## config.mk

```make
export PLATFORM = sky130hd
export DESIGN_NAME = controlUnit
export DESIGN_NICKNAME = d
export VERILOG_FILES = /design/src/hdl/ctrlPkg.sv /design/src/hdl/instrDecoder.sv /design/src/hdl/stepSequencer.sv /design/src/hdl/ctrlWordGen.sv /design/src/hdl/controlUnit.sv
export SDC_FILE = /design/constraint.sdc
export NUM_CORES = 1
export LEC_CHECK = 0
export ABC_AREA = 1
export BUFFER_PORTS_ARGS = -buffer_cell sky130_fd_sc_hd__buf_2
export CORE_ASPECT_RATIO = 0.6
export CORE_MARGIN = 4
export CORE_UTILIZATION = 30
export DETAILED_ROUTE_END_ITERATION = 8
export HOLD_SLACK_MARGIN = 0.1
export PLACE_DENSITY_LB_ADDON = 0.2
export SKIP_CTS_REPAIR_TIMING = 1
export SLEW_MARGIN = 5
export SYNTH_ARGS = -nofsm -noshare
export SYNTH_HDL_FRONTEND = slang
export SYNTH_SLANG_ARGS = --single-unit
```

## constraint.sdc

```tcl
create_clock -name clk -period 2.9 [get_ports clk]
set_clock_uncertainty 0.2 [all_clocks]
set_input_delay 0.435 -clock clk [delete_from_list [all_inputs] [get_ports clk]]
set_output_delay 0.435 -clock clk [all_outputs]
set_load 0.03 [all_outputs]
```

## src/hdl/ctrlPkg.sv

```systemverilog
`default_nettype none

package ctrlPkg;

	localparam int opcodeWidth = 6;
	localparam int functWidth = 6;
	localparam int aluOpWidth = 3;
	localparam int pcSourceWidth = 3;
	localparam int regSourceWidth = 3;
	localparam int regDstWidth = 2;
	localparam int aluSrcBWidth = 2;
	localparam int addrSourceWidth = 2;
	localparam int stepIndexWidth = 3;

	localparam logic [opcodeWidth-1:0] opRType = 6'h00;
	localparam logic [opcodeWidth-1:0] opJ = 6'h02;
	localparam logic [opcodeWidth-1:0] opJal = 6'h03;
	localparam logic [opcodeWidth-1:0] opBeq = 6'h04;
	localparam logic [opcodeWidth-1:0] opBne = 6'h05;
	localparam logic [opcodeWidth-1:0] opLui = 6'h0f;
	localparam logic [opcodeWidth-1:0] opLw = 6'h23;
	localparam logic [opcodeWidth-1:0] opSw = 6'h2b;

	localparam logic [functWidth-1:0] fnNop = 6'h00; // no shifts, so funct 0 is always nop
	localparam logic [functWidth-1:0] fnJr = 6'h08;
	localparam logic [functWidth-1:0] fnBreak = 6'h0d;
	localparam logic [functWidth-1:0] fnAdd = 6'h20;
	localparam logic [functWidth-1:0] fnSub = 6'h22;
	localparam logic [functWidth-1:0] fnAnd = 6'h24;
	localparam logic [functWidth-1:0] fnXor = 6'h26;
	localparam logic [functWidth-1:0] fnSlt = 6'h2a;

	localparam logic [aluOpWidth-1:0] aluPass = 3'd0;
	localparam logic [aluOpWidth-1:0] aluAdd = 3'd1;
	localparam logic [aluOpWidth-1:0] aluSub = 3'd2;
	localparam logic [aluOpWidth-1:0] aluAnd = 3'd3;
	localparam logic [aluOpWidth-1:0] aluXor = 3'd6;
	localparam logic [aluOpWidth-1:0] aluSlt = 3'd7;

	localparam logic [pcSourceWidth-1:0] pcFromAlu = 3'd0;
	localparam logic [pcSourceWidth-1:0] pcFromAluOut = 3'd1; // branch target
	localparam logic [pcSourceWidth-1:0] pcFromJump = 3'd2;
	localparam logic [pcSourceWidth-1:0] pcFromReg = 3'd3;

	localparam logic [regSourceWidth-1:0] srcAluOut = 3'd0;
	localparam logic [regSourceWidth-1:0] srcMemData = 3'd1;
	localparam logic [regSourceWidth-1:0] srcUpperImm = 3'd2;
	localparam logic [regSourceWidth-1:0] srcZero = 3'd3;
	localparam logic [regSourceWidth-1:0] srcOne = 3'd4;
	localparam logic [regSourceWidth-1:0] srcReturnAddr = 3'd6;

	localparam logic [regDstWidth-1:0] dstRt = 2'd0;
	localparam logic [regDstWidth-1:0] dstRd = 2'd1;
	localparam logic [regDstWidth-1:0] dstRa = 2'd2; // r31

	localparam logic [aluSrcBWidth-1:0] srcBReg = 2'd0;
	localparam logic [aluSrcBWidth-1:0] srcBFour = 2'd1;
	localparam logic [aluSrcBWidth-1:0] srcBImm = 2'd2;
	localparam logic [aluSrcBWidth-1:0] srcBBranch = 2'd3; // imm shifted left by two

	localparam logic [addrSourceWidth-1:0] addrFromPc = 2'd0;
	localparam logic [addrSourceWidth-1:0] addrFromAluOut = 2'd1;

	localparam int fetchSteps = 3;
	localparam int aluExecSteps = 2;
	localparam int sltExecSteps = 2;
	localparam int branchExecSteps = 1;
	localparam int lwExecSteps = 5;
	localparam int swExecSteps = 3;
	localparam int luiExecSteps = 1;
	localparam int jumpExecSteps = 1; // j and jr
	localparam int jalExecSteps = 2;
	localparam int nopExecSteps = 1;

	typedef struct packed {
		logic [opcodeWidth-1:0] opcode;
		logic [functWidth-1:0] funct;
	} instrFields;

	typedef enum logic [3:0] {
		clsAdd, clsAnd, clsSub, clsXor, clsSlt, clsBeq, clsBne, clsLw,
		clsSw, clsLui, clsJ, clsJr, clsJal, clsNop, clsBreak, clsIllegal
	} instrClass;

	typedef enum logic [2:0] {phReset, phFetch, phDecode, phExecute, phHalt} phaseType;

	typedef struct packed {
		phaseType phase;
		logic [stepIndexWidth-1:0] index;
	} stepType;

	typedef struct packed {
		logic memWrite;
		logic mdrLoad;
		logic pcWrite;
		logic pcCond;
		logic branchOnEqual;
		logic irWrite;
		logic aLoad;
		logic bLoad;
		logic aluOutLoad;
		logic regWrite;
		logic aluSrcA; // 0 pc, 1 reg A
		logic [aluSrcBWidth-1:0] aluSrcB;
		logic [aluOpWidth-1:0] aluOp;
		logic [regDstWidth-1:0] regDst;
		logic [regSourceWidth-1:0] regSource;
		logic [pcSourceWidth-1:0] pcSource;
		logic [addrSourceWidth-1:0] addrSource;
	} ctrlWord;

	typedef struct packed {
		logic lastStep;
		logic halt;
	} seqFlags;

endpackage

`default_nettype wire

```

## src/hdl/instrDecoder.sv

```systemverilog
`timescale 1ns/1ps
`default_nettype none

module instrDecoder (
	input ctrlPkg::instrFields instr,
	output ctrlPkg::instrClass cls
);
	import ctrlPkg::*;

	always_comb
	begin
		case (instr.opcode)
			opRType:
			begin
				case (instr.funct)
					fnAdd: cls = clsAdd;
					fnAnd: cls = clsAnd;
					fnSub: cls = clsSub;
					fnXor: cls = clsXor;
					fnSlt: cls = clsSlt;
					fnJr: cls = clsJr;
					fnBreak: cls = clsBreak;
					fnNop: cls = clsNop;
					default: cls = clsIllegal; // shifts land here too
				endcase
			end
			opBeq: cls = clsBeq;
			opBne: cls = clsBne;
			opLw: cls = clsLw;
			opSw: cls = clsSw;
			opLui: cls = clsLui;
			opJ: cls = clsJ;
			opJal: cls = clsJal;
			default: cls = clsIllegal;
		endcase
	end

endmodule

`default_nettype wire

```

## src/hdl/stepSequencer.sv

```systemverilog
`timescale 1ns/1ps
`default_nettype none

module stepSequencer (
	input logic clk,
	input logic reset,
	input ctrlPkg::seqFlags flags,
	output ctrlPkg::stepType step,
	output logic halted
);
	import ctrlPkg::*;

	localparam logic [stepIndexWidth-1:0] lastFetch = stepIndexWidth'(fetchSteps - 1);

	always_ff @(posedge clk or posedge reset)
	begin
		if (reset)
		begin
			step.phase <= phReset;
			step.index <= '0;
		end
		else
		begin
			case (step.phase)
				phReset:
				begin
					step.phase <= phFetch;
					step.index <= '0;
				end
				phFetch:
				begin
					if (step.index == lastFetch)
					begin
						step.phase <= phDecode;
						step.index <= '0;
					end
					else
						step.index <= step.index + stepIndexWidth'(1);
				end
				phDecode:
				begin
					step.phase <= flags.halt ? phHalt : phExecute;
					step.index <= '0;
				end
				phExecute:
				begin
					if (flags.lastStep)
					begin
						step.phase <= phFetch; // next instruction
						step.index <= '0;
					end
					else
						step.index <= step.index + stepIndexWidth'(1);
				end
				phHalt: ; // held until reset
				default:
				begin
					step.phase <= phReset;
					step.index <= '0;
				end
			endcase
		end
	end

	assign halted = (step.phase == phHalt);

endmodule

`default_nettype wire

```

## src/hdl/ctrlWordGen.sv

```systemverilog
`timescale 1ns/1ps
`default_nettype none

module ctrlWordGen (
	input ctrlPkg::instrClass cls,
	input ctrlPkg::stepType step,
	input logic lessThan,
	output ctrlPkg::ctrlWord ctrl,
	output ctrlPkg::seqFlags flags
);
	import ctrlPkg::*;

	logic [aluOpWidth-1:0] rTypeOp;
	logic [stepIndexWidth-1:0] lastIndex;

	always_comb
	begin
		case (cls)
			clsAnd: rTypeOp = aluAnd;
			clsSub: rTypeOp = aluSub;
			clsXor: rTypeOp = aluXor;
			default: rTypeOp = aluAdd;
		endcase
	end

	// final execute index per class
	always_comb
	begin
		case (cls)
			clsAdd, clsAnd, clsSub, clsXor: lastIndex = stepIndexWidth'(aluExecSteps - 1);
			clsSlt: lastIndex = stepIndexWidth'(sltExecSteps - 1);
			clsBeq, clsBne: lastIndex = stepIndexWidth'(branchExecSteps - 1);
			clsLw: lastIndex = stepIndexWidth'(lwExecSteps - 1);
			clsSw: lastIndex = stepIndexWidth'(swExecSteps - 1);
			clsLui: lastIndex = stepIndexWidth'(luiExecSteps - 1);
			clsJ, clsJr: lastIndex = stepIndexWidth'(jumpExecSteps - 1);
			clsJal: lastIndex = stepIndexWidth'(jalExecSteps - 1);
			default: lastIndex = stepIndexWidth'(nopExecSteps - 1);
		endcase
	end

	always_comb
	begin
		ctrl = '0;
		flags.halt = 1'b0;
		flags.lastStep = (step.phase == phExecute) && (step.index == lastIndex);
		case (step.phase)
			phFetch:
			begin
				ctrl.addrSource = addrFromPc;
				ctrl.aluSrcB = srcBFour; // pc + 4
				ctrl.aluOp = aluAdd;
				ctrl.irWrite = 1'b1;
				if (step.index == stepIndexWidth'(fetchSteps - 1))
				begin
					ctrl.pcWrite = 1'b1;
					ctrl.pcSource = pcFromAlu;
				end
			end
			phDecode:
			begin
				ctrl.aluSrcB = srcBBranch; // branch target into aluOut
				ctrl.aluOp = aluAdd;
				ctrl.aLoad = 1'b1;
				ctrl.bLoad = 1'b1;
				ctrl.aluOutLoad = 1'b1;
				flags.halt = (cls == clsBreak) || (cls == clsIllegal);
			end
			phExecute:
			begin
				case (cls)
					clsAdd, clsAnd, clsSub, clsXor:
					begin
						ctrl.aluSrcA = 1'b1;
						ctrl.aluSrcB = srcBReg;
						ctrl.aluOp = rTypeOp;
						ctrl.aluOutLoad = (step.index == stepIndexWidth'(0));
						ctrl.regWrite = (step.index == stepIndexWidth'(1));
						ctrl.regDst = dstRd;
						ctrl.regSource = srcAluOut;
					end
					clsSlt:
					begin
						ctrl.aluSrcA = 1'b1;
						ctrl.aluSrcB = srcBReg;
						ctrl.aluOp = aluSlt;
						ctrl.regWrite = (step.index == stepIndexWidth'(1));
						ctrl.regDst = dstRd;
						ctrl.regSource = lessThan ? srcOne : srcZero;
					end
					clsBeq, clsBne:
					begin
						ctrl.aluSrcA = 1'b1;
						ctrl.aluSrcB = srcBReg;
						ctrl.aluOp = aluSub; // compare A and B
						ctrl.pcCond = 1'b1;
						ctrl.pcSource = pcFromAluOut;
						ctrl.branchOnEqual = (cls == clsBeq);
					end
					clsLw:
					begin
						ctrl.aluSrcA = 1'b1;
						ctrl.aluSrcB = srcBImm;
						ctrl.aluOp = aluAdd;
						ctrl.addrSource = addrFromAluOut;
						ctrl.aluOutLoad = (step.index == stepIndexWidth'(0));
						ctrl.mdrLoad = (step.index == stepIndexWidth'(3)); // after read and wait
						ctrl.regWrite = (step.index == stepIndexWidth'(4));
						ctrl.regDst = dstRt;
						ctrl.regSource = srcMemData;
					end
					clsSw:
					begin
						ctrl.aluSrcA = 1'b1;
						ctrl.aluSrcB = srcBImm;
						ctrl.aluOp = aluAdd;
						ctrl.addrSource = addrFromAluOut;
						ctrl.aluOutLoad = (step.index == stepIndexWidth'(0));
						ctrl.memWrite = (step.index != stepIndexWidth'(0)); // write held two cycles
					end
					clsLui:
					begin
						ctrl.regWrite = 1'b1;
						ctrl.regDst = dstRt;
						ctrl.regSource = srcUpperImm;
					end
					clsJ:
					begin
						ctrl.pcWrite = 1'b1;
						ctrl.pcSource = pcFromJump;
					end
					clsJr:
					begin
						ctrl.pcWrite = 1'b1;
						ctrl.pcSource = pcFromReg;
					end
					clsJal:
					begin
						ctrl.aluOp = aluPass;
						ctrl.regWrite = (step.index == stepIndexWidth'(0)); // link first
						ctrl.regDst = dstRa;
						ctrl.regSource = srcReturnAddr;
						ctrl.pcWrite = (step.index == stepIndexWidth'(1));
						ctrl.pcSource = pcFromJump;
					end
					default: ; // nop, nothing to drive
				endcase
			end
			default: ; // reset and halt stay idle
		endcase
	end

endmodule

`default_nettype wire

```

## src/hdl/controlUnit.sv

```systemverilog
`timescale 1ns/1ps
`default_nettype none

module controlUnit (
	input logic clk,
	input logic reset,
	input ctrlPkg::instrFields instr,
	input logic lessThan,
	output ctrlPkg::ctrlWord ctrl,
	output ctrlPkg::stepType step,
	output logic halted
);
	import ctrlPkg::*;

	instrClass cls;
	seqFlags flags;

	instrDecoder i_instrDecoder (
		.instr(instr),
		.cls(cls)
	);

	stepSequencer i_stepSequencer (
		.clk(clk),
		.reset(reset),
		.flags(flags),
		.step(step),
		.halted(halted)
	);

	ctrlWordGen i_ctrlWordGen (
		.cls(cls),
		.step(step),
		.lessThan(lessThan),
		.ctrl(ctrl),
		.flags(flags)
	);

endmodule

`default_nettype wire

```

==> summary.md, run 1 <==
| Metric | Value |
|---|---|
| Setup CP Type | `in2out` |
| Max incr delay on CP | `240 ps` |
| Die Wd | `88.7 um` |
| Layout fillers | `409` |
| Rows | `17` |
| RD Place Congestion | `0.837` |
| Async S/R FF share, synth | `100%` |
| Area share of the largest cell type after synthesis | `13.8%` |
| Worst Path Arrival | `2150 ps` |
| Worst-path clk slew | `40 ps` |
| RSZ-0062 raised after global routing | `true` |
| Post-synth top area cell | `nand2_1` |
| Initial core utilization | `31.5%` |
| Area of the multi-input gates | `933 sq um` |
| Setup violators final | `0` |
| Final Hold Viols | `0` |
| Critical Path Start Type | `input pin` |
| Avg Inst Size Synth | `5.66 sq um` |
| EDFF count, synth | `0` |
| First-pass GRT wire length | `5790 um` |
| Initial antenna violation count | `0` |
| Yosys reg bits | `6` |
| Largest net degree at the start of global routing | `12` |
| Core Region | `3720 sq um` |
| CP delay by family, top | `simple AND/OR/NAND/NOR gates` |
| Worst-skew pair later-pin latency | `220 ps` |
| Yosys warning count | `0` |
| Most common cell in the netlist | `nand2_1` |
| Pwr/cell area | `180 nW/um^2` |
| Syn Inst Count | `207` |
| Worst Path Required | `2270 ps` |
| WP buf/inv | `5` |
| Initial drt markers | `77` |
| Final Max Slew Viols | `0` |
| Worst Hold Class | `reg2reg` |
| Worst Setup End Kind | `output pin` |
| Die area | `5000 sq um` |
| Mapped Area | `1170 sq um` |
| Reg with most FFs | `i_stepSequencer.step` |
| CP Max Fanout | `4` |
| Vias | `1,430` |
| Final instance area | `1660 sq um` |
| Final worst path period need | `2790 ps` |
| Leakage power | `0.963 nW` |
| CTS tree | `built` |
| Status | `completed` |
| Vias per std cell | `4.63` |
| DP HPWL | `3110 um` |
| Share of the yosys chip area belonging to registers | `12.8%` |
| Num ports | `48` |
| Max-cap violations | `0` |
| Number of global-route vias before repair | `1,203` |
| Ordered cell list for the critical path | `buf_2 > nor2_4 > nand2_2 > nor2_4 > inv_2 > nand2_2 > nor2_4 > nand2_2 > nand2_2 > nor2_4 > nand2_2 > inv_2 > nand2_2 > or2_1 > nand2_1 > inv_1 > nor2_1 > buf_4` |
| Largest registers | `i_stepSequencer.step: 6 flops` |
| CTS Buffer Depth | `2` |
| WL/cell | `12.0 um` |
| # H-tree levels | `1` |
| Flip-flop count of the largest register after layout | `6` |
| Layout cells sized above 1 | `37.4%` |
| Worst path most repeated cell | `nand2_2` |
| Final antenna-violating net count | `0` |
| Peak VDD IR | `214 uV` |
| Nets | `284` |
| Unique cell type count in the Yosys netlist | `29` |
| Antenna Cells | `0` |
| Total Routed Length | `3700 um` |
| Setup TNS | `0 ps` |
| Synth cell count leaders | `nand2_1, inv_1, nor2_1` |
| Area grow syn2layout | `41.4%` |
| Root buffer selected by CTS | `clkbuf_8` |
| Ys flop type | `dfrtp_1` |
| Register area | `150 sq um` |
| Final period util | `96.2%` |
| Area after DPL | `1490 sq um` |
| # DRC | `0` |
| GRT Util Overall | `14.3%` |
| Final Power | `298 uW` |
| Count of input and output buffers | `45` |
| Area contributors post-synth | `nand2_1, dfrtp_1, inv_1` |
| Num CTS Buffers | `3` |
| Final core utilization | `44.5%` |
| Slowest cell on crit path | `or2_1` |
| Drt pass-1 iters | `4` |
| Overflow after GRT | `0` |
| Die height | `56.4 um` |
| F_max | `358 MHz` |
| Clock tree sinks | `6` |
==> worst paths after layout <==
check,depth (start not counted),to,slack [ps],from
worst max-delay path,18,ctrl[6],110,instr[9]
max in group asynchronous,3,i_stepSequencer.step[0],1810,reset
worst min-delay path,2,i_stepSequencer.step[1],380,i_stepSequencer.step[1]
worst max register to register,5,i_stepSequencer.step[1],1200,i_stepSequencer.step[4]
min in group asynchronous,3,i_stepSequencer.step[3],480,reset
worst min register to register,2,i_stepSequencer.step[1],380,i_stepSequencer.step[1]
==> final cells by class <==
type	instances	area share, %
Tap cell	47	3.55
Inverter	39	8.83
Multi-Input combinational cell	158	56.3
Clock buffer	3	2.49
Timing Repair Buffer	56	19.8
Sequential cell	6	9.06
==> power breakdown <==
part	internal, mW	switching (mW)	leakage, nW	total, mW
registers	0.0842	0	0.0629	0.0842
logic	0.0322	0.0547	0.878	0.0869
clock network	0.0893	0.0378	0.0216	0.127
total	0.206	0.0924	0.963	0.298
==> layer usage <==
layer / part of all wire (%) / GRT usage [%]
met5: 0 / 0
met1: 56 / 24.3
met4: 0 / 0.647
met3: 4.9 / 2.35
met2: 39 / 18.9
==> layout by cell type (no fill, tap or decap), drive strengths merged <==
cell / Yosys / final
a211oi: 1 / 1
clkbuf: 2 / 3
nor3: 5 / 5
dlygate4sd3: 0 / 1
xor2: 1 / 1
o31ai: 1 / 1
o211ai: 2 / 2
nand3: 23 / 23
buf: 3 / 55
inv: 39 / 39
nor2: 33 / 33
ha: 5 / 5
or2: 1 / 1
nand4: 3 / 3
dfrtp: 6 / 6
a21oi: 12 / 12
o22ai: 1 / 1
nand3b: 3 / 3
o21ai: 11 / 11
conb: 1 / 2
nand2: 52 / 52
a31oi: 1 / 1
nor3b: 1 / 1
==> through the flow <==
stage,setup slack [ps],hold slack (ps),instances
after floorplan,135,26.0,208
after global placement,-47.9,171,302
after detailed placement,-5.92,176,302
after CTS,-19.6,-61.2,305
after global routing,-29.7,441,309
final,110,377,309
==> kinds of logic after synthesis <==
kind of cell / Yosys count / share of synthesized area [%]
AO/OA/AOI/OAI: 29 / 13.4
XOR/XNOR: 1 / 0.747
adder cells (fa/ha/maj): 5 / 5.34
buffers and inverters: 44 / 15.0
flip-flops: 6 / 12.8
other: 1 / 0.320
AND/OR/NAND/NOR: 121 / 52.3
==> worst register-to-register path, stage by stage (launching register included) <==
cell     delay, ps
dfrtp_1        410
nor3_2         380
inv_1          150
a21oi_1        240
o21ai_0        150
nand3_1        100
Power figures use the tool's default switching activity.
==> run 2, diff against run 1 <==
--- a/config.mk
+++ b/config.mk
@@ -9,10 +9,11 @@
 export BUFFER_PORTS_ARGS = -buffer_cell sky130_fd_sc_hd__buf_2
 export CORE_ASPECT_RATIO = 0.6
 export CORE_MARGIN = 4
-export CORE_UTILIZATION = 30
+export CORE_UTILIZATION = 49
 export DETAILED_ROUTE_END_ITERATION = 8
 export HOLD_SLACK_MARGIN = 0.1
 export PLACE_DENSITY_LB_ADDON = 0.2
+export REMOVE_ABC_BUFFERS = 1
 export SKIP_CTS_REPAIR_TIMING = 1
 export SLEW_MARGIN = 5
 export SYNTH_ARGS = -nofsm -noshare
==> run 2 against run 1 <==
Routed wire length shrank 6.2%. Total power is 3.0% lower. Critical path depth shrank 1. Maximum frequency decreased by 1.1%. Non-clock buffer count grew 1. Clock power decreased by 4%. Utilization grew 28 points. Sequential power hardly changed. Sequential share of layout area rose by 0.34 points. Register-to-register slack better by 40 ps. Count of clock-buffer cells in the layout stayed put. Critical endpoint unchanged.
==> summary.md, run 2 (synthesis gave the netlist of run 1 again) <==
| Metric | Value |
|---|---|
| Sw frac | `29.5% (-1.5 points)` |
| Worst Hold Class | `reg2reg` |
| Initial antenna violation count | `0 (unchanged)` |
| Number of global-route vias before repair | `1,181 (-1.8%)` |
| Layout cells sized above 1 | `36.1% (-1.3 points)` |
| CP startpoint | `instr[8]` |
| RD Place Congestion | `0.921 (+10%)` |
| Vias per std cell | `4.98 (+7.7%)` |
| Power share of the clock group | `42.2% (-0.4 points)` |
| Worst Path Arrival | `2190 ps (+40 ps)` |
| Rows | `13 (-4)` |
| Peak VDD IR | `204 uV (-4.6%)` |
| Worst Path Required | `2270 ps (about the same)` |
| Final Power | `289 uW (-3.0%)` |
| Hold path depth | `2 (unchanged)` |
| Pwr/cell area | `181 nW/um^2 (+0.69%)` |
| First-pass GRT wire length | `5160 um (-11%)` |
| Final Hold Viols | `0 (unchanged)` |
| Area grow syn2layout | `36.3%` |
| Flop pwr share | `29.1% (+0.9 points)` |
| CP Max Fanout | `7 (+3)` |
| Worst-skew pair later-pin latency | `220 ps (about the same)` |
| Drt pass-1 iters | `4 (unchanged)` |
| Setup violators final | `0 (unchanged)` |
| HP Start | `i_stepSequencer.step[2]` |
| Num CTS Buffers | `3 (unchanged)` |
| Final Max Slew Viols | `0 (unchanged)` |
| Status | `completed` |
| Initial core utilization | `53.0% (+22 points)` |
| CTS Buffer Depth | `2 (unchanged)` |
| # DRC | `0 (unchanged)` |
| Reg2Reg Setup Slack | `1240 ps (+40 ps)` |
| Final antenna-violating net count | `0 (unchanged)` |
| Most frequent cells in the layout | `buf_2, nand2_1, inv_1` |
| Cells on worst reg2reg path | `6 (+1)` |
| F_max | `354 MHz (-1.1%)` |
| Crit Reg-Reg Startpoint | `i_stepSequencer.step[4]` |
| Reg2reg end | `i_stepSequencer.step[1]` |
| Initial drt markers | `103 (+34%)` |
| Vias | `1,460 (+2.1%)` |
| GRT Util Overall | `19.6% (+5.3 points)` |
| Worst path most repeated cell | `nand2_2` |
| Die height | `45.9 um (-19%)` |
| Final worst path period need | `2820 ps (+32.0 ps)` |
| Int Pwr | `204 uW (-0.86%)` |
| DP HPWL | `2740 um (-12%)` |
| Layout fillers | `194 (-53%)` |
| Largest registers | `i_stepSequencer.step: 6 flops` |
| Max-cap violations | `0 (unchanged)` |
| Setup CP Type | `in2out` |
| Worst-path clk slew | `40 ps (about the same)` |
| Total Routed Length | `3470 um (-6.2%)` |
| Clock tree sinks | `6 (unchanged)` |
| Overflow after GRT | `0 (unchanged)` |
| Gate power share | `28.7% (-0.4 points)` |
| Final core utilization | `72.2% (+28 points)` |
| Num ports | `48 (unchanged)` |
| Slowest cell on crit path | `or2_1` |
| Final period util | `97.3% (+1.1 points)` |
| WHS Endpoint | `i_stepSequencer.step[2]` |
| Max incr delay on CP | `240 ps (about the same)` |
| Nets | `285 (+0.35%)` |
| # H-tree levels | `1 (unchanged)` |
| Most common cell after layout, fill and taps aside | `buf_2` |
| Ordered cell list for the critical path | `buf_2 > nor2_4 > buf_4 > nand2_2 > nand2_2 > nor2_2 > nand2_2 > nand2_2 > nor2_4 > nand2_2 > inv_2 > nand2_2 > or2_1 > nand2_1 > inv_1 > nor2_1 > buf_4` |
| Critical Path Start Type | `input pin` |
| Setup TNS | `0 ps (unchanged)` |
| Leakage power | `0.974 nW (+1.2%)` |
| Die area | `3260 sq um (-35%)` |
| Antenna Cells | `0 (unchanged)` |
| Root buffer selected by CTS | `clkbuf_8` |
| Die Wd | `71.1 um (-20%)` |
| Reg with most FFs | `i_stepSequencer.step` |
| Largest net degree at the start of global routing | `12 (unchanged)` |
| Switching pwr | `85.4 uW (-7.6%)` |
| Core Region | `2210 sq um (-41%)` |
| Count of input and output buffers | `45 (unchanged)` |
| CTS tree | `built` |
| WL/cell | `11.9 um (-1.1%)` |
| Flip-flop count of the largest register after layout | `6 (unchanged)` |
| Worst Setup End Kind | `output pin` |
-- run 2: metrics by stage --
stage | setup slack, ps | cell area, sq um | std cells | hold WS, ps
final | 78.2 | 1600 | 293 | 379
after global routing | -58.8 | 1600 | 293 | 423
after CTS | 48.8 | 1490 | 286 | -71.3
after detailed placement | 55.8 | 1450 | 283 | 159
after global placement | 35.2 | 1450 | 283 | 158
after floorplan | -269 | 1150 | 203 | 26.0
-- run 2: power groups by stage --
stage | logic (mW) | registers [mW] | clock network, mW
after floorplan | 0.0458 | 0.0852 | 0
after CTS | 0.0710 | 0.0843 | 0.123
after global placement | 0.0706 | 0.0852 | 0
final | 0.0831 | 0.0842 | 0.122
after global routing | 0.0915 | 0.0842 | 0.130
after detailed placement | 0.0707 | 0.0852 | 0
-- run 2: worst max-delay path: cells and delay by family --
family | cells | cell delay (ps)
buffers and inverters | 5 | 530
and+or+nand+nor | 12 | 1200
-- run 2: final cells by class --
class                      count  area (sq um)  share of cell area (%)
inverter                      39           146                    9.16
tap                           30          37.5                    2.35
sequential                     6           150                    9.40
timing repair buffer          57           329                    20.6
multi-input combinational    158           893                    55.9
clock buffer                   3          41.3                    2.58
-- run 2: how the worst max path moves through the flow --
stage / end / slack [ps] / depth (start not counted)
2_1_floorplan: ctrl[23] / -270 / 6
3_3_place_gp: ctrl[12] / 40 / 16
3_5_place_dp: ctrl[6] / 60 / 18
4_1_cts: ctrl[6] / 50 / 18
5_1_grt: ctrl[5] / -60 / 15
6_report: ctrl[6] / 80 / 17
-- run 2: metal layers --
| metal | vias to the layer above | wire, um | GRT usage (%) |
|---|---|---|---|
| met5 | - | 0 | 0 |
| met4 | 0 | 0 | 2.25 |
| met3 | 0 | 303 | 3.52 |
| met2 | 72 | 1320 | 25.9 |
| met1 | 621 | 1850 | 32.2 |
| li1 | 767 | - | - |
==> run 3, diff against run 2 <==
==> constraint.sdc (replaced) <==
create_clock -name clk -period 2.9 [get_ports clk]
set_clock_uncertainty 0.2 [all_clocks]
set_input_delay 0.58 -clock clk [delete_from_list [all_inputs] [get_ports clk]]
set_output_delay 0.58 -clock clk [all_outputs]
set_load 0.03 [all_outputs]
==> run 3 against run 2 <==
The flow now finishes with violations (negative setup slack). Sequential share of layout area fell by 1.2 points. Global-route usage rose by 1.8 points. Combinational power rose by 20%. Clock power rose by 4%. Sequential power barely moved. Worst setup slack got worse by 270 ps. Die area did not move. Count of clock-buffer cells in the layout did not move. Critical path depth fell by 2. Routed wire length rose by 17%. Cell count rose by 6.8%. Critical path type unchanged. Largest cell class unchanged. Largest power group unchanged.
==> summary.md, run 3 (synthesis gave the netlist of run 1 again) <==
| Metric | Value |
|---|---|
| Clock tree sinks | `6 (unchanged)` |
| Gate power share | `32.2% (+3.5 points)` |
| Hold path depth | `2 (unchanged)` |
| Vias per std cell | `5.26 (+5.6%)` |
| RD Place Congestion | `0.924 (+0.33%)` |
| Count of input and output buffers | `45 (unchanged)` |
| Initial antenna violation count | `0 (unchanged)` |
| Vias | `1,647 (+13%)` |
| Final Hold Viols | `0 (unchanged)` |
| Flop pwr share | `27.1% (-2.0 points)` |
| # H-tree levels | `1 (unchanged)` |
| Violated checks | `negative setup slack` |
| Die height | `45.9 um (unchanged)` |
| Setup TNS | `-1390 ps (-1390 ps)` |
| Worst Hold Class | `reg2reg` |
| Worst-path clk slew | `40 ps (about the same)` |
| Max-cap violations | `0 (unchanged)` |
| Crit Reg-Reg Startpoint | `i_stepSequencer.step[5]` |
| Peak VDD IR | `162 uV (-21%)` |
| Worst Path Arrival | `2310 ps (+120 ps)` |
| RSZ-0062 raised after global routing | `true` |
| Antenna Cells | `0 (unchanged)` |
| Final antenna-violating net count | `0 (unchanged)` |
| Final setup margin | `-189 ps (-267 ps)` |
| Most common cell after layout, fill and taps aside | `nand2_1` |
| Power share of the clock group | `40.8% (-1.4 points)` |
| Worst Path Required | `2120 ps (-150 ps)` |
| Met3 Wirelength | `387 um (+28%)` |
| WL/cell | `13.0 um (+9.6%)` |
| First-pass GRT wire length | `5640 um (+9.2%)` |
| Core Region | `2210 sq um (unchanged)` |
| Layout cells sized above 1 | `44.9% (+8.8 points)` |
| Total Routed Length | `4070 um (+17%)` |
| F_max | `324 MHz (-8.7%)` |
| Initial core utilization | `53.0% (unchanged)` |
| Largest registers | `i_stepSequencer.step: 6 flops` |
| Flip-flop count of the largest register after layout | `6 (unchanged)` |
| Wire length on met2 | `1730 um (+31%)` |
| WHS | `386 ps (+6.77 ps)` |
| Final Max Slew Viols | `0 (unchanged)` |
| Int Pwr | `214 uW (+4.9%)` |
| Setup CP Type | `in2out` |
| Most frequent cells in the layout | `nand2_1, buf_4, buf_2` |
| Placed cell count | `303 (+7.1%)` |
| Num CTS Buffers | `3 (unchanged)` |
| Number of global-route vias before repair | `1,269 (+7.5%)` |
| CP Max Fanout | `4 (-3)` |
| Reg with most FFs | `i_stepSequencer.step` |
| Final worst path period need | `3090 ps (+267 ps)` |
| Die Wd | `71.1 um (unchanged)` |
| Initial drt markers | `136 (+32%)` |
| Setup violators final | `13 (+13)` |
| Status | `finished with violations` |
| CTS Buffer Depth | `2 (unchanged)` |
| Top sig layer | `met4` |
| Root buffer selected by CTS | `clkbuf_8` |
| Worst-skew pair later-pin latency | `230 ps (about the same)` |
| Leakage power | `1.06 nW (+9.2%)` |
| Final period util | `107% (+9.2 points)` |
| Worst slack at placement | `-210 ps (-266 ps)` |
| Die area | `3260 sq um (unchanged)` |
| Sw frac | `31.2% (+1.7 points)` |
| GRT Util Overall | `21.4% (+1.8 points)` |
| CTS tree | `built` |
| Drt pass-1 iters | `4 (unchanged)` |
| Reg2reg end | `i_stepSequencer.step[1]` |
| HP Start | `i_stepSequencer.step[1]` |
| Rows | `13 (unchanged)` |
| Worst Setup End Kind | `output pin` |
| Cells on worst reg2reg path | `6 (unchanged)` |
| Post-Layout Cell Count | `313 (+6.8%)` |
| WHS Endpoint | `i_stepSequencer.step[1]` |
| Reg2Reg Setup Slack | `1240 ps (about the same)` |
| Final Power | `311 uW (+7.5%)` |
| Largest net degree at the start of global routing | `12 (unchanged)` |
| Pwr/cell area | `170 nW/um^2 (-5.9%)` |
| Area grow syn2layout | `55.8%` |
| Overflow after GRT | `0 (unchanged)` |
| Nets | `305 (+7.0%)` |
| DP HPWL | `2930 um (+7.0%)` |
| # DRC | `0 (unchanged)` |
| Critical Path Start Type | `input pin` |
| Switching pwr | `97.2 uW (+14%)` |
| Routed met1 length | `1900 um (+2.8%)` |
| Num ports | `48 (unchanged)` |
run 3: changes by cell type in the layout (fill, tap and decap cells not counted), sizes merged:
cell | before | now
buf | 56 | 75
clkbuf | 3 | 4
run 3: metrics by stage:
stage | cell area [sq um] | utilization [%]
3_3_place_gp | 1600 | 72.2
2_1_floorplan | 1150 | -
5_1_grt | 1830 | 82.6
6_report | 1830 | 82.6
3_5_place_dp | 1600 | 72.2
4_1_cts | 1640 | 74.0
run 3: layer usage:
metal / vias to the layer above / global-route usage (%)
li1: 812 / -
met1: 752 / 33.9
met2: 77 / 30.8
met3: 6 / 3.30
met4: 0 / 2.25
met5: - / 0
run 3: how the worst max path moves through the flow:
stage	from	to	slack, ps	cells past startpoint
6_report	instr[6]	ctrl[6]	-190	15
2_1_floorplan	i_stepSequencer.step[3]	ctrl[23]	-410	6
5_1_grt	instr[0]	ctrl[6]	-310	16
4_1_cts	instr[1]	ctrl[6]	-220	16
3_3_place_gp	instr[1]	ctrl[6]	-170	16
3_5_place_dp	instr[1]	ctrl[6]	-210	16
run 3: power by group through the flow:
stage	clock [mW]	combinational (mW)	sequential [mW]
after floorplan	0	0.0458	0.0852
after global placement	0	0.0803	0.0852
after detailed placement	0	0.0815	0.0852
after CTS	0.127	0.0822	0.0842
after global routing	0.132	0.110	0.0842
final	0.127	0.100	0.0842
run 3: area by class of cell:
type	count	area (sq um)
Clock buffer	3	41.3
Fill cell	154	385
Inverter	39	146
Multi-Input combinational cell	158	938
Sequential cell	6	150
Tap cell	30	37.5
Timing Repair Buffer	77	513
run 3: critical path: stages:
cell      delay [ps]
buf_2            130
nand2_2          110
nand3b_4         160
nand3_2          110
nor2_4           150
nand2_2           90
nand3b_2         130
inv_2             80
nor2_2           110
nand2_2           70
or2_1            240
nand2_1           60
inv_1             30
nor2_1            70
buf_4            160
